File: config.mk
export PLATFORM = sky130hd
export DESIGN_NAME = mf2_control
export DESIGN_NICKNAME = d
export VERILOG_FILES = /design/src/source/mf2_pkg.sv /design/src/source/mf2_control.sv
export SDC_FILE = /design/constraint.sdc
export NUM_CORES = 1
export LEC_CHECK = 0
export BUFFER_PORTS_ARGS = -buffer_cell sky130_fd_sc_hd__buf_2
export CORE_AREA = 2 2 39 41
export DETAILED_ROUTE_END_ITERATION = 8
export DIE_AREA = 0 0 41 43
export PLACE_DENSITY = 0.63
export SYNTH_ARGS = -nofsm -noshare
export SYNTH_HDL_FRONTEND = slang
export SYNTH_SLANG_ARGS = --single-unit
File: constraint.sdc
create_clock -name clk_sys -period 1.84 [get_ports clk_sys]
set_clock_uncertainty 0.1 [all_clocks]
set_input_delay 0.368 -clock clk_sys [delete_from_list [all_inputs] [get_ports clk_sys]]
set_output_delay 0.368 -clock clk_sys [all_outputs]
set_load 0.005 [all_outputs]
File: src/source/mf2_pkg.sv
/*
 * Multiface Two shared definitions
 * Port addresses, fetch vectors, the shadow cell map inside the 8 KB RAM,
 * overlay window codes, reset mode codes and the gate array command word
 */
package mf2_pkg;

	////////////////////////////////////////////////////////////
	// Geometry and vectors
	////////////////////////////////////////////////////////////

	localparam int SHADOW_AW = 13; // 8 KB shadow RAM

	localparam logic [15:0] NMI_VECTOR  = 16'h0066; // Fetch here takes the NMI
	localparam logic [15:0] HIDE_VECTOR = 16'h0065;

	// FEE8 pages in, FEEA pages out, bit 1 tells them apart
	localparam logic [13:0] PAGE_PORT_HI = 14'b11111110111010;

	////////////////////////////////////////////////////////////
	// Snooped I/O ports, high address byte
	////////////////////////////////////////////////////////////

	localparam logic [7:0] PORT_GA       = 8'h7F; // Gate array
	localparam logic [7:0] PORT_CRTC_SEL = 8'hBC;
	localparam logic [7:0] PORT_CRTC_VAL = 8'hBD;
	localparam logic [7:0] PORT_PPI      = 8'hF7; // 8255 control
	localparam logic [7:0] PORT_ROMSEL   = 8'hDF; // Upper ROM select

	// Gate array command functions, top two data bits
	localparam logic [1:0] GA_FN_PEN  = 2'b00;
	localparam logic [1:0] GA_FN_INK  = 2'b01;
	localparam logic [1:0] GA_FN_MODE = 2'b10;
	localparam logic [1:0] GA_FN_BANK = 2'b11;

	// Fixed cells in shadow RAM
	localparam logic [12:0] SH_PEN_INDEX = 13'h1FCF;
	localparam logic [12:0] SH_BORDER    = 13'h1FDF;
	localparam logic [12:0] SH_PEN_BASE  = 13'h1F90; // Plus 4-bit pen
	localparam logic [12:0] SH_MODE      = 13'h1FEF;
	localparam logic [12:0] SH_BANK      = 13'h1FFF;
	localparam logic [12:0] SH_CRTC_SEL  = 13'h1CFF;
	localparam logic [12:0] SH_CRTC_BASE = 13'h1DB0; // Plus 4-bit register
	localparam logic [12:0] SH_PPI       = 13'h17FF;
	localparam logic [12:0] SH_ROMSEL    = 13'h1AAC;

	// Overlay windows, top three address bits
	localparam logic [2:0] ROM_WINDOW = 3'b000;
	localparam logic [2:0] RAM_WINDOW = 3'b001;

	// Reset modes
	localparam logic [1:0] MODE_ENABLED  = 2'd0;
	localparam logic [1:0] MODE_HIDDEN   = 2'd1;
	localparam logic [1:0] MODE_DISABLED = 2'd2;

	// Gate array command view of a data byte
	typedef struct packed {
		logic [1:0] func;
		logic [5:0] payload; // Low 5 bits hold pen or colour
	} ga_cmd_t;

	typedef union packed {
		logic [7:0] raw;
		ga_cmd_t    cmd;
	} ga_word_u;

endpackage

File: src/source/mf2_control.sv
/*
 * Multiface Two control
 * NMI button handling, paging and hiding state, and the ROM and RAM
 * overlay window selects
 */
`timescale 1ns/10ps

module mf2_control (
	input  logic        clk_sys,
	input  logic        reset,
	input  logic        key_nmi,
	input  logic        m1,
	input  logic [15:0] cpu_addr,
	input  logic [1:0]  mf2_mode,
	input  logic        page_wr,
	input  logic        page_off,
	output logic        nmi,
	output logic        rom_sel,
	output logic        ram_sel
);

	logic mf2_en;
	logic hidden;
	logic key_nmi_q;
	logic m1_q;
	logic key_rise;
	logic fetch;

	assign key_rise = key_nmi & ~key_nmi_q;
	assign fetch    = m1 & ~m1_q; // Opcode fetch starts

	////////////////////////////////////////////////////////////
	// Strobe history
	////////////////////////////////////////////////////////////

	// Tracks through reset so a held button gives no edge after it
	always_ff @(posedge clk_sys) begin
		key_nmi_q <= key_nmi;
		m1_q      <= m1;
	end

	////////////////////////////////////////////////////////////
	// NMI, paging and hiding
	////////////////////////////////////////////////////////////

	always_ff @(posedge clk_sys) begin
		if (reset) begin
			mf2_en <= 1'b0;
			hidden <= (mf2_mode != mf2_pkg::MODE_ENABLED);
			nmi    <= 1'b0;
		end else begin
			if (key_rise && !mf2_en && mf2_mode != mf2_pkg::MODE_DISABLED)
				nmi <= 1'b1;

			// Entry through the NMI vector
			if (nmi && fetch && cpu_addr == mf2_pkg::NMI_VECTOR) begin
				mf2_en <= 1'b1;
				hidden <= 1'b0;
				nmi    <= 1'b0;
			end

			if (mf2_en && fetch && cpu_addr == mf2_pkg::HIDE_VECTOR)
				hidden <= 1'b1; // Software asked to hide

			// Paging port wins over a fetch in the same cycle
			if (page_wr)
				mf2_en <= ~page_off & ~hidden;
		end
	end

	// Overlay windows
	assign rom_sel = mf2_en && (cpu_addr[15:13] == mf2_pkg::ROM_WINDOW);
	assign ram_sel = mf2_en && (cpu_addr[15:13] == mf2_pkg::RAM_WINDOW);

endmodule

==> flow_summary.json <==
{
  "status": "completed",
  "fin_nets": 82,
  "worst_slack_ns": 0.318,
  "num_antenna_cells": 0,
  "p_total_uw": 297,
  "drt-initial-drc-count": 8,
  "final_cell_count_no_fill": 73,
  "critPathLaunchType": "flop",
  "fin_crit_sh": 0.827,
  "io_buffer_count": 26,
  "async_flop_share": 0,
  "grt_max_degree": 6,
  "end_kind": "output pin",
  "ioPinCount": 27,
  "yosysSeqAreaShare": 0.381,
  "synth_ff_type": "dfxtp_1",
  "totalWireLength_um": 787,
  "seqCellArea_um2": 110,
  "place_inst": 69,
  "hold_depth": 1,
  "cts_buffer_depth": 2,
  "fin_util": 0.336,
  "dp_slack_ns": 0.207,
  "holdPathEnd": "m1_q",
  "min_period_ns": 1.52,
  "tightestPinTransition_ns": 0.267,
  "cts_made_buffers": 3,
  "std_cell_rows": 14,
  "rsz0062_at_grt": "false",
  "grt_first_pass_wirelength_um": 1290,
  "highest_layer": "met4",
  "avgSynthCellArea_um2": 10.7,
  "arrival_ns": 1.05,
  "die-area_um2": 1760,
  "post-dp-hpwl_um": 671,
  "slew_viol_final": 0,
  "cts_sinks": 5,
  "hold_start": "m1",
  "multi_input_area_um2": 175,
  "fmax_mhz": 657,
  "r2r_start": "m1_q",
  "synth.top_cell.area_share": 0.277,
  "cts_tree": "done",
  "drtPass1Iterations": 3,
  "chipHeight_um": 43,
  "drt-met1-wl_um": 296,
  "routedWlPerCell_um": 10.8,
  "rr_worst_depth": 3,
  "die_w_um": 41,
  "insertion_delay_ns": 0.24,
  "antenna_found_initial": 0,
  "grt_overflow": 0,
  "ant_nets": 0,
  "hold_violations": 0,
  "syn_inst": 27,
  "drive_gt1_frac": 0.579,
  "synthToLayoutAreaGrowth_pct": 61.0,
  "cts_resized": 0,
  "crit_required_ns": 1.37,
  "cap_violations": 0,
  "clkTransAtPathRegs_ns": 0.05,
  "power-per-cell-area_nw_per_um2": 639,
  "core_um2": 1380,
  "hold_path_class": "input pin to flop",
  "via_per_inst": 4.78,
  "ys_top_cells_by_area": "dfxtp_1 28%, edfxtp_1 10%, nor4_2 8.7%",
  "synth_commonest_cells": "4 x dfxtp_1, 3 x o21ai_0, 2 x nor4_2, 2 x nor4b_1",
  "ys_types": 20,
  "fill_cells": 143,
  "worstSetupPathType": "flop to output pin",
  "num_vias": 349,
  "syn_area_um2": 289,
  "synth_nets": 51,
  "post_cts_buffers": 0,
  "cts_max_level": 1,
  "wl_met3_um": 126,
  "ir_drop_mv": 0.596,
  "initial_core_util": 0.209,
  "crit_fanout": 5,
  "cts_hold_repair.buffers": 0,
  "root_buffer": "clkbuf_4",
  "rrSetupSlack_ns": 0.44,
  "yosysWarnings": 0,
  "final.setup.tns_ns": 0,
  "setup_violations": 0,
  "synth_edf_count": 1,
  "slew_headroom": 0.819,
  "timing.rr.end": "hidden",
  "wl_met2_um": 352,
  "ys_ff_latch": 5,
  "synth.most_common_cell": "dfxtp_1",
  "track_usage": 0.117,
  "grt_pass1_vias": 357,
  "p_leak_uw": 0.000207,
  "drc": 0,
  "netlist.top_cell.by_area": "dfxtp_1",
  "place_congestion": 0.833
}
## how the worst max path moves through the flow
stage | to | start | slack, ns | cells past startpoint
after floorplan | hidden | cpu_addr[11] | 0.45 | 3
after global placement | hidden | cpu_addr[11] | 0.27 | 4
after detailed placement | hidden | cpu_addr[11] | 0.21 | 4
after CTS | ram_sel | mf2_en | 0.30 | 2
after global routing | ram_sel | mf2_en | 0.16 | 2
final | ram_sel | mf2_en | 0.32 | 2
## kinds of logic after synthesis
| kind of cell | after synthesis | share of synthesized area |
|---|---|---|
| compound gates | 7 | 0.195 |
| flops | 5 | 0.381 |
| buf+inv | 1 | 0.0130 |
| simple gates | 14 | 0.411 |
## area by class of cell
cell class,instances,area share
clock buffer,4,0.0565
inverter,1,0.00806
multi-input combinational,21,0.376
sequential,5,0.237
tap,16,0.0430
timing repair buffer,26,0.280
## critical path, stage by stage (launching register included)
cell and delay (ns):
dfxtp_1 0.39, nor4bb_1 0.26, buf_2 0.15
## flip-flops by register name (all words and copies together), names as in the netlist
signal / cells
m1_q: 1
nmi: 1
mf2_en: 1
key_nmi_q: 1
hidden: 1
## layout by cell type (no fill, tap or decap), types with 2 or more instances in the layout
cell / netlist / final
clkbuf_4: 0 / 3
nor4_2: 2 / 2
buf_2: 0 / 26
dfxtp_1: 4 / 4
o21ai_0: 3 / 3
nor4b_1: 2 / 2
## report_power, final
group	leakage (uW)	switching, uW	internal, uW
combinational	0.000149	18.7	28.8
sequential	0.0000430	3.86	119
clock	0.0000150	44.7	82.0
## stage by stage
step,hold WS (ns),instance area (um2)
after global routing,0.125,465
after CTS,0.131,465
final,0.136,465
after global placement,0.384,439
after floorplan,0.296,289
after detailed placement,0.385,439
## routing by layer
layer | vias up | global-route usage
li1 | 173 | -
met1 | 152 | 0.107
met2 | 22 | 0.169
met3 | 2 | 0.105
met4 | 0 | 0.0600
met5 | - | 0
Power figures use the tool's default switching activity.
