`src/source/mf2_pkg.sv`:
```
/*
 * Multiface Two shared definitions
 * Port addresses, fetch vectors, the shadow cell map inside the 8 KB RAM,
 * overlay window codes, reset mode codes and the gate array command word
 */
package mf2_pkg;

	////////////////////////////////////////////////////////////
	// Geometry and vectors
	////////////////////////////////////////////////////////////

	localparam int SHADOW_AW = 13; // 8 KB shadow RAM

	localparam logic [15:0] NMI_VECTOR  = 16'h0066; // Fetch here takes the NMI
	localparam logic [15:0] HIDE_VECTOR = 16'h0065;

	// FEE8 pages in, FEEA pages out, bit 1 tells them apart
	localparam logic [13:0] PAGE_PORT_HI = 14'b11111110111010;

	////////////////////////////////////////////////////////////
	// Snooped I/O ports, high address byte
	////////////////////////////////////////////////////////////

	localparam logic [7:0] PORT_GA       = 8'h7F; // Gate array
	localparam logic [7:0] PORT_CRTC_SEL = 8'hBC;
	localparam logic [7:0] PORT_CRTC_VAL = 8'hBD;
	localparam logic [7:0] PORT_PPI      = 8'hF7; // 8255 control
	localparam logic [7:0] PORT_ROMSEL   = 8'hDF; // Upper ROM select

	// Gate array command functions, top two data bits
	localparam logic [1:0] GA_FN_PEN  = 2'b00;
	localparam logic [1:0] GA_FN_INK  = 2'b01;
	localparam logic [1:0] GA_FN_MODE = 2'b10;
	localparam logic [1:0] GA_FN_BANK = 2'b11;

	// Fixed cells in shadow RAM
	localparam logic [12:0] SH_PEN_INDEX = 13'h1FCF;
	localparam logic [12:0] SH_BORDER    = 13'h1FDF;
	localparam logic [12:0] SH_PEN_BASE  = 13'h1F90; // Plus 4-bit pen
	localparam logic [12:0] SH_MODE      = 13'h1FEF;
	localparam logic [12:0] SH_BANK      = 13'h1FFF;
	localparam logic [12:0] SH_CRTC_SEL  = 13'h1CFF;
	localparam logic [12:0] SH_CRTC_BASE = 13'h1DB0; // Plus 4-bit register
	localparam logic [12:0] SH_PPI       = 13'h17FF;
	localparam logic [12:0] SH_ROMSEL    = 13'h1AAC;

	// Overlay windows, top three address bits
	localparam logic [2:0] ROM_WINDOW = 3'b000;
	localparam logic [2:0] RAM_WINDOW = 3'b001;

	// Reset modes
	localparam logic [1:0] MODE_ENABLED  = 2'd0;
	localparam logic [1:0] MODE_HIDDEN   = 2'd1;
	localparam logic [1:0] MODE_DISABLED = 2'd2;

	// Gate array command view of a data byte
	typedef struct packed {
		logic [1:0] func;
		logic [5:0] payload; // Low 5 bits hold pen or colour
	} ga_cmd_t;

	typedef union packed {
		logic [7:0] raw;
		ga_cmd_t    cmd;
	} ga_word_u;

endpackage

```
`src/source/mf2_io_snoop.sv`:
```
/*
 * Multiface Two I/O snoop
 * Watches CPU I/O writes, flags the FEE8/FEEA paging ports and maps
 * hardware register writes onto their shadow RAM cells
 */
`timescale 1ns/10ps

module mf2_io_snoop (
	input  logic        clk_sys,
	input  logic        reset,
	input  logic        io_wr,
	input  logic [15:0] cpu_addr,
	input  logic [7:0]  cpu_dout,
	output logic        page_wr,
	output logic        page_off,
	output logic        shadow_we,
	output logic [12:0] shadow_addr,
	output logic [7:0]  shadow_data
);

	logic                io_wr_q;
	logic                io_wr_rise;
	logic                is_page;
	logic [7:0]          port;
	logic [12:0]         sh_offset;
	logic [4:0]          pen_index; // Last pen chosen on the gate array
	logic [3:0]          crtc_reg;  // Last CRTC register selected
	mf2_pkg::ga_word_u   ga_word;

	assign io_wr_rise = io_wr & ~io_wr_q;
	assign port       = cpu_addr[15:8];
	assign is_page    = (cpu_addr[15:2] == mf2_pkg::PAGE_PORT_HI);

	////////////////////////////////////////////////////////////
	// Shadow cell decode
	////////////////////////////////////////////////////////////

	always_comb begin
		ga_word.raw = cpu_dout;
		sh_offset   = '0; // Zero means not shadowed
		case (port)
			mf2_pkg::PORT_GA: begin
				case (ga_word.cmd.func)
					mf2_pkg::GA_FN_PEN:  sh_offset = mf2_pkg::SH_PEN_INDEX;
					mf2_pkg::GA_FN_INK: begin
						// Pen 16 and up is the border
						if (pen_index[4])
							sh_offset = mf2_pkg::SH_BORDER;
						else
							sh_offset = mf2_pkg::SH_PEN_BASE + {9'd0, pen_index[3:0]};
					end
					mf2_pkg::GA_FN_MODE: sh_offset = mf2_pkg::SH_MODE;
					mf2_pkg::GA_FN_BANK: sh_offset = mf2_pkg::SH_BANK;
					default:             sh_offset = '0;
				endcase
			end
			mf2_pkg::PORT_CRTC_SEL: sh_offset = mf2_pkg::SH_CRTC_SEL;
			mf2_pkg::PORT_CRTC_VAL: sh_offset = mf2_pkg::SH_CRTC_BASE + {9'd0, crtc_reg};
			mf2_pkg::PORT_PPI:      sh_offset = mf2_pkg::SH_PPI;
			mf2_pkg::PORT_ROMSEL:   sh_offset = mf2_pkg::SH_ROMSEL;
			default:                sh_offset = '0;
		endcase
	end

	////////////////////////////////////////////////////////////
	// Strobes and register tracking
	////////////////////////////////////////////////////////////

	always_ff @(posedge clk_sys) begin
		io_wr_q <= io_wr;
		if (reset) begin
			page_wr   <= 1'b0;
			shadow_we <= 1'b0;
			pen_index <= '0;
			crtc_reg  <= '0;
		end else begin
			page_wr   <= io_wr_rise & is_page;
			shadow_we <= io_wr_rise & ~is_page & (sh_offset != '0);
			if (io_wr_rise && !is_page) begin
				if (port == mf2_pkg::PORT_GA && ga_word.cmd.func == mf2_pkg::GA_FN_PEN)
					pen_index <= ga_word.cmd.payload[4:0];
				if (port == mf2_pkg::PORT_CRTC_SEL)
					crtc_reg <= ga_word.raw[3:0];
			end
		end
	end

	// Payload, qualified by the strobes above
	always_ff @(posedge clk_sys) begin
		if (io_wr_rise) begin
			page_off    <= cpu_addr[1]; // FEEA pages out
			shadow_addr <= sh_offset;
			shadow_data <= ga_word.raw;
		end
	end

endmodule

```
`config.mk`:
```
export PLATFORM = sky130hd
export DESIGN_NAME = mf2_io_snoop
export DESIGN_NICKNAME = d
export VERILOG_FILES = /design/src/source/mf2_pkg.sv /design/src/source/mf2_io_snoop.sv
export SDC_FILE = /design/constraint.sdc
export NUM_CORES = 1
export LEC_CHECK = 0
export BUFFER_PORTS_ARGS = -buffer_cell sky130_fd_sc_hd__buf_2
export CAP_MARGIN = 5
export CORE_ASPECT_RATIO = 0.5
export CORE_MARGIN = 2
export CORE_UTILIZATION = 30
export CTS_CLUSTER_DIAMETER = 100
export DETAILED_ROUTE_END_ITERATION = 6
export GPL_ROUTABILITY_DRIVEN = 0
export PLACE_DENSITY = 0.67
export RECOVER_POWER = 50
export SYNTH_ARGS = -nofsm -noshare
export SYNTH_HDL_FRONTEND = slang
export SYNTH_SLANG_ARGS = --single-unit
export TNS_END_PERCENT = 50
```
`constraint.sdc`:
```
create_clock -name clk_sys -period 2.45 [get_ports clk_sys]
set_clock_uncertainty 0.2 [all_clocks]
set_input_delay 0.245 -clock clk_sys [delete_from_list [all_inputs] [get_ports clk_sys]]
set_output_delay 0.245 -clock clk_sys [all_outputs]
set_load 0.05 [all_outputs]
```
==> run summary, run 1 <==
The run finished with clean final reports. After technology mapping, the gate count stands at 120. The origin of the worst setup path was io_wr. The logs give 871 µm² for the combined flip-flop and latch cell area and 0.694 nW for the static power due to leakage.

In this run the critical register-to-register path is launched from io_wr_q. The layout has 440 filler cells. The number of max-slew violations in the final report was 0; the vias after detailed routing was 1136.

The number of warnings issued by yosys is 0, and the number of ports placed on the die boundary is 51. The logs give 2 for the number of H-tree branching levels and 0.190 mV for the largest vdd supply drop. The end of the worst hold path is page_wr. Final layout net count: 207.

TritonCTS created 5 clock buffers. The run gives 498 µm² as the multi-input combinational cell area. For this design, the sink count on the clock tree is 33.

The largest total area in the synthesized netlist belongs to sky130_fd_sc_hd__edfxtp_1. The worst min-delay path class is in2reg. For the effective utilization at floorplan, the log shows 0.317. Setup repair after global routing left no endpoint under its margin.

After clock tree synthesis, the clock-pin slew on the worst setup and hold paths is 0.06 ns. The worst setup path is captured at a flop. The logs give 147 for the post-synth net total and 0 for the number of routed nets with antenna violations. The final-layout setup total negative slack came out at 0 ns.

The post-synthesis register bit count came out at 33. The layout cell share with drive strength beyond 1 is 0.155, and the total of endpoints with negative setup slack in the final report is 0. Once the clock tree was built, the resizer swapped 0 gates to a different size.

The number of antenna diodes in the final layout is 0. The endpoint identified for the worst register-to-register timing path is crtc_reg[1]. The time the worst path needs with I/O delays and setup is 2.07 ns, and the worst hold slack across all endpoints is 0.0428 ns. For this run, the leading register cell type out of synthesis is sky130_fd_sc_hd__edfxtp_1.

TritonCTS built the clock tree. Root cell of the clock tree: sky130_fd_sc_hd__clkbuf_8. The worst setup path is of the in2reg kind. The number of buffers inserted by port buffering is 49, and the maximum clock frequency is 482 MHz. The overall overflow remaining after global route is 0.

In this run the power density over the cells is 605 nW/µm². The number of failing hold endpoints at the final stage was 0; the worst endpoint required time was 2.42 ns. After floorplanning, the core was divided into 17 placement rows. For the number of antenna violations at the first check in global routing, the log shows 0.

STA classifies the critical path startpoint as a primary input. By area the synthesized netlist is led by sky130_fd_sc_hd__edfxtp_1, sky130_fd_sc_hd__dfxtp_1, sky130_fd_sc_hd__mux2i_1. The first global-routing pass estimated 5.00 mm of wire. The post-synthesis average cell area came out at 11.9 µm². The tools report the worst hold path startpoint as cpu_addr[4].

In the routed design, unresolved DRC markers number 0. The number of vias per cell after detailed routing was 4.60. Number of cells on the worst reg-to-reg path: 4.

The cell depth of the worst hold path is 3. The final clock period utilization by the worst path is 0.846. The first detailed-routing pass ran for 4 iterations. Data arrives at the worst endpoint at 2.05 ns. The share of Yosys cell area claimed by the top area cell type was 0.443.

After synthesis, the netlist uses 36 different library cells. For the worst-skew pair, the clock arrives at the later sink with an insertion delay of 0.28 ns. The floorplan step defined a die boundary enclosing 5340 µm². For the sequential-to-total area share from yosys stat, the log shows 0.612. The first routing iteration left 52 violations. The average wire length per cell after detail routing works out to 12.7 µm. Die height: 52.7 µm. Fraction of registers with async set or reset after synthesis: 0. The tools report the internal reg-to-reg setup slack as 0.71 ns. The number of buffers on the longest clock path is 2, and the core area is 4490 µm².

The largest registers in the layout are shadow_addr x12, shadow_data x8, pen_index x5. Entering global routing, the biggest net connects 18 pins. The layout-stage area growth over the synthesis result works out to 30.3%. The slew of the pin with the lowest slew margin is 0.611 ns. The number of flip-flops under the largest register name is 12, and the peak fanout along the critical path is 8.

The tools report the normalized max-slew margin as 0.594. In this run, synthesis inferred 21 flip-flops with an integrated enable. For this block, the routed nets add up to 3.15 mm of wire. The floorplan step set the die width to 101 µm. Most flop-heavy register: shadow_addr. The tools report the all-layer global routing usage as 0.127. The wire-length estimate of the detail-placed layout is 2.29 mm. The logs give 1136 for the number of global-route vias before repair and 1420 µm² for the post-synthesis instance area. The number of maximum-capacitance violations came out at 0.
==> cells in the final DEF (no fill, tap or decap), types with 2 or more instances in the layout <==
cell and count:
sky130_fd_sc_hd__clkbuf_1 36, sky130_fd_sc_hd__edfxtp_1 21, sky130_fd_sc_hd__buf_2 16, sky130_fd_sc_hd__nor2_1 14, sky130_fd_sc_hd__dfxtp_1 12, sky130_fd_sc_hd__nand2_1 11
sky130_fd_sc_hd__dlygate4sd3_1 10, sky130_fd_sc_hd__mux2i_1 9, sky130_fd_sc_hd__nand3_1 8, sky130_fd_sc_hd__o21ai_1 5, sky130_fd_sc_hd__clkbuf_8 5, sky130_fd_sc_hd__nand2b_1 3
sky130_fd_sc_hd__o21ai_0 3, sky130_fd_sc_hd__nand4_1 2, sky130_fd_sc_hd__nand4b_1 2, sky130_fd_sc_hd__a21oi_1 2, sky130_fd_sc_hd__nor3_1 2, sky130_fd_sc_hd__buf_4 2
==> stage by stage <==
stage,power [mW],instance area [µm²],setup slack [ns],instances,utilization
after detailed placement,0.743,1720,0.634,229,0.382
after global placement,0.739,1720,0.676,229,0.382
after floorplan,0.701,1430,0.345,120,-
after CTS,1.13,1900,0.384,247,0.422
after global routing,1.16,1850,0.264,247,0.413
final,1.12,1850,0.377,247,0.413
==> per-layer routing <==
layer  up-vias  GRT usage  wire length [µm]
li1        562          -                 -
met1       553      0.135              1310
met2        17      0.224              1640
met3         4     0.0587               163
met4         0     0.0518                30
met5         -          0                 0
==> synth_stat cells (all sizes together) (2+ instances only) <==
cell and count:
edfxtp 21, nor2 14, dfxtp 12, nand2 11, mux2i 9, nand3 9
o21ai 8, buf 5, clkbuf 3, nand2b 3, a21oi 2, nand4 2
nand4b 2, nor3 2, or4b 2
==> layout make-up <==
type	instances	share of cell area
clock buffers	8	0.0432
inverters	1	0.00202
multi-input cells	78	0.269
flip-flops and latches	33	0.470
well taps	66	0.0445
repair buffers	61	0.172
==> where the power goes <==
group	switching (mW)	internal (mW)
clock network	0.181	0.201
logic	0.0907	0.0397
registers	0.00346	0.605
==> cell families (layout without fill, tap and decap cells) <==
logic type | after synthesis | after routing | synth area share
AOI/OAI and AO/OA | 16 | 16 | 0.0677
buffers and inverters | 9 | 70 | 0.0396
muxes | 9 | 9 | 0.0633
and+or+nand+nor | 52 | 52 | 0.211
xor gates and xnor gates | 1 | 1 | 0.00616
DFF | 33 | 33 | 0.612
==> what timing repair did <==
action                                 4_1_cts  5_1_grt
hold buffers                                10        0
setup buffers                                0        0
endpoints found under the hold margin       10        0
==> worst max-delay path: stages <==
cell and delay [ns]:
sky130_fd_sc_hd__dlygate4sd3_1 0.53, sky130_fd_sc_hd__clkbuf_1 0.11, sky130_fd_sc_hd__nor2b_2 0.36, sky130_fd_sc_hd__or4b_4 0.57, sky130_fd_sc_hd__mux2i_1 0.17, sky130_fd_sc_hd__nor2_1 0.06
==> worst max-delay path by stage <==
stage	end	cells past startpoint
after floorplan	crtc_reg[0]	5
after global placement	crtc_reg[0]	5
after detailed placement	crtc_reg[0]	5
after CTS	crtc_reg[0]	6
after global routing	pen_index[4]	7
final	crtc_reg[1]	6
No activity file was read; power rests on OpenSTA's default activity.
==> inputs of run 2 (changes only) <==
--- a/config.mk
+++ b/config.mk
@@ -13,7 +13,7 @@
 export CTS_CLUSTER_DIAMETER = 100
 export DETAILED_ROUTE_END_ITERATION = 6
 export GPL_ROUTABILITY_DRIVEN = 0
-export PLACE_DENSITY = 0.67
+export PLACE_DENSITY = 0.65
 export RECOVER_POWER = 50
 export SYNTH_ARGS = -nofsm -noshare
 export SYNTH_HDL_FRONTEND = slang
==> constraint.sdc (replaced) <==
create_clock -name clk_sys -period 2.1 [get_ports clk_sys]
set_clock_uncertainty 0.2 [all_clocks]
set_input_delay 0.21 -clock clk_sys [delete_from_list [all_inputs] [get_ports clk_sys]]
set_output_delay 0.21 -clock clk_sys [all_outputs]
set_load 0.05 [all_outputs]
==> run 2 against run 1 <==
  * Critical path depth up 1
  * Sequential share of layout area is 0.38 points lower
  * Utilization rose by 0.33 points
  * Critical path type unchanged
  * Flip-flop and latch count stayed put
  * Sequential power up 17%
  * Worst hold slack worse by 0.034 ns
  * Routed wire length decreased by 3.5%
==> run summary, run 2 (synthesis gave the netlist of run 1 again) <==
The path type of the worst setup path is in2reg. The most flop-heavy register was shadow_addr. The run gives 0.591 (-0.00330) as the normalized max-slew margin. The largest registers in the layout are shadow_addr x12, shadow_data x8, pen_index x5.

For the number of max-slew violations in the final report, the log shows 0 (unchanged). The total inserted antenna cells came out at 0 (unchanged). The signal on the critical path passes through dlygate4sd3_1 -> clkbuf_1 -> nor2b_4 -> nor4bb_1 -> buf_4 -> mux2i_1 -> nor2_1. Kind of launch point of the worst setup path: a primary input. In the layout the commonest cells are sky130_fd_sc_hd__clkbuf_1, sky130_fd_sc_hd__edfxtp_1, sky130_fd_sc_hd__buf_2.

The number of H-tree branching levels came out at 2 (unchanged). Utilization after layout: 0.417 (+0.00334). For the clock buffer count from CTS, the log shows 5 (unchanged). Timing would allow up to 509 MHz.

The layout cell share with drive strength beyond 1 is 0.160 (+0.00552), and the number of sinks driven by the clock tree is 33 (unchanged). The logs give 0.317 (unchanged) for the effective utilization at floorplan and 0 ns (unchanged) for the final-layout setup total negative slack. The number of remaining DRC errors is 0 (unchanged), and the peak fanout along the critical path is 8 (unchanged). The number of filler instances in the final layout is 460 (+4.5%), and the worst path arrival time is 1.93 ns (-0.12 ns).

The standard cell with the maximum stage delay on the critical path was sky130_fd_sc_hd__dlygate4sd3_1. The number of cells on the worst reg-to-reg path came out at 5 (+1). The largest vdd supply drop was 0.240 mV (+26%); the number of ports placed on the die boundary was 51 (unchanged). The die height was 52.7 µm (unchanged); the core area was 4490 µm² (unchanged). The final clock period utilization by the worst path came out at 0.935. The logs give 871 µm² (unchanged) for the combined flip-flop and latch cell area and 208 (+0.48%) for the final layout net count. For the number of detailed-route iterations in the first pass, the log shows 2 (-2). The post-route worst setup slack is 0.136 ns (-0.241 ns). The number of failing hold endpoints at the final stage came out at 0 (unchanged). Setup repair after global routing left no endpoint under its margin. The static power due to leakage is 0.704 nW (+1.5%).

The run finished with clean final reports. The total buffers and inverters traversed by the critical path came out at 3 (+1). Grouping stages by cell kind, the critical path spends the most delay in buffers and inverters. The cell sitting at the root of the clock tree is a sky130_fd_sc_hd__clkbuf_8. The number of global-route vias before repair is 1129 (-0.62%), and the number of maximum-capacitance violations is 0 (unchanged).

Cell depth of the worst hold path: 3 (unchanged). The number of setup buffers added after CTS was 0 (unchanged). The run gives 2 (unchanged) as the number of buffers on the longest clock path. The post-CTS clock slew at the launch and capture registers of the worst setup and hold paths is 0.06 ns (about the same), and the longest individual stage delay on the worst path is 0.53 ns (-0.04 ns). The HPWL after detailed placement is 2.29 mm (+0.12%), and the average wire length per cell after detail routing is 12.3 µm (-3.5%). The run gives 2.07 ns (-0.35 ns) as the worst endpoint required time. TritonCTS built the clock tree. Horizontal die dimension: 101 µm (unchanged).

The slew of the pin with the lowest slew margin is 0.616 ns (+0.00497 ns), and the worst slack after detailed placement is 0.372 ns (-0.261 ns). For the maximum number of pins on one net before global-route repair, the log shows 18 (unchanged). From synthesis to final layout, the design area changed by 31.4%. The path with the worst hold slack has its endpoint at page_wr. The number of vias per cell after detailed routing works out to 4.54 (-1.3%). The internal reg-to-reg setup slack came out at 0.41 ns (-0.30 ns). Number of antenna violations at the first check in global routing: 0 (unchanged). The power density of the placed cells was 705 nW/µm² (+17%); the global-route wire length before repair was 4.97 mm (-0.68%). The tools report the violation count after the first detailed-route iteration as 19 (-63%). The worst setup path is captured at a flop. For the vias after detailed routing, the log shows 1121 (-1.3%). The worst min-delay path class is in2reg. For the number of core rows, the log shows 17 (unchanged).

The tools report the overall die area as 5340 µm² (unchanged). The overall overflow remaining after global route is 0 (unchanged), and the number of buffers inserted by port buffering is 49 (unchanged). The tools report the count of instances resized after the clock tree is built as 0 (unchanged).

For the clock latency reported for the late side of the worst-skew pair, the log shows 0.28 ns (about the same). The logs give 0.123 (-0.00392) for the all-layer global routing usage and 0 (unchanged) for the total of endpoints with negative setup slack in the final report. The number of routed nets with antenna violations was 0 (unchanged); the time the worst path needs with I/O delays and setup was 1.96 ns. The total wirelength of the detailed-routed design was 3.04 mm (-3.5%).

Leaving out fill and tap cells, the most frequent cell in the layout is sky130_fd_sc_hd__clkbuf_1. The startpoint identified for the worst hold timing path is cpu_addr[4]. The tools report the reg-to-reg startpoint as io_wr_q.

Reg-to-reg endpoint: pen_index[2]. The tools report the multi-input combinational cell area as 503 µm² (+1.0%). Number of flip-flops under the largest register name: 12 (unchanged).
## run 2: how the worst max path moves through the flow
| stage | from | endpoint | slack (ns) | depth (start not counted) |
|---|---|---|---|---|
| after CTS | io_wr | pen_index[2] | 0.16 | 7 |
| after floorplan | io_wr_q | crtc_reg[0] | 0.24 | 5 |
| final | io_wr | pen_index[2] | 0.14 | 7 |
| after global routing | io_wr | pen_index[4] | 0.04 | 7 |
| after global placement | cpu_addr[9] | crtc_reg[2] | 0.40 | 5 |
| after detailed placement | cpu_addr[9] | crtc_reg[1] | 0.37 | 5 |
## run 2: repair_timing
action                                 4_1_cts  5_1_grt
endpoints found under the hold margin       11        0
setup endpoints to repair                    0        0
hold buffers                                10        0
## run 2: layout make-up
class | instances | share of cell area
flip-flops and latches | 33 | 0.466
inverters | 1 | 0.00201
multi-input cells | 78 | 0.269
well taps | 66 | 0.0442
clock buffers | 7 | 0.0462
repair buffers | 62 | 0.173
## run 2: report_power, final
part | internal, mW | leakage, nW | switching, mW
Combinational | 0.0469 | 0.359 | 0.106
Sequential | 0.706 | 0.301 | 0.00442
Clock | 0.259 | 0.0443 | 0.195
Total | 1.01 | 0.704 | 0.305
## run 2: per-layer routing
metal	GRT usage	routed length, µm
met3	0.0453	148
met2	0.222	1600
met1	0.135	1250
met5	0	0
met4	0.0473	38
## run 2: tightest hold or removal path, stage by stage
cell                     delay, ns
sky130_fd_sc_hd__buf_2        0.07
sky130_fd_sc_hd__or4b_1       0.11
sky130_fd_sc_hd__nor4_1       0.05
## run 2: metrics by stage
stage | instances | instance area, µm² | hold WS, ns | power [mW]
floorplan | 120 | 1430 | 0.0377 | 0.819
global placement | 230 | 1730 | 0.129 | 0.864
detailed placement | 230 | 1730 | 0.132 | 0.868
CTS | 247 | 1910 | 0.00494 | 1.34
global route | 247 | 1870 | 0.0432 | 1.37
finish | 247 | 1870 | 0.00887 | 1.32
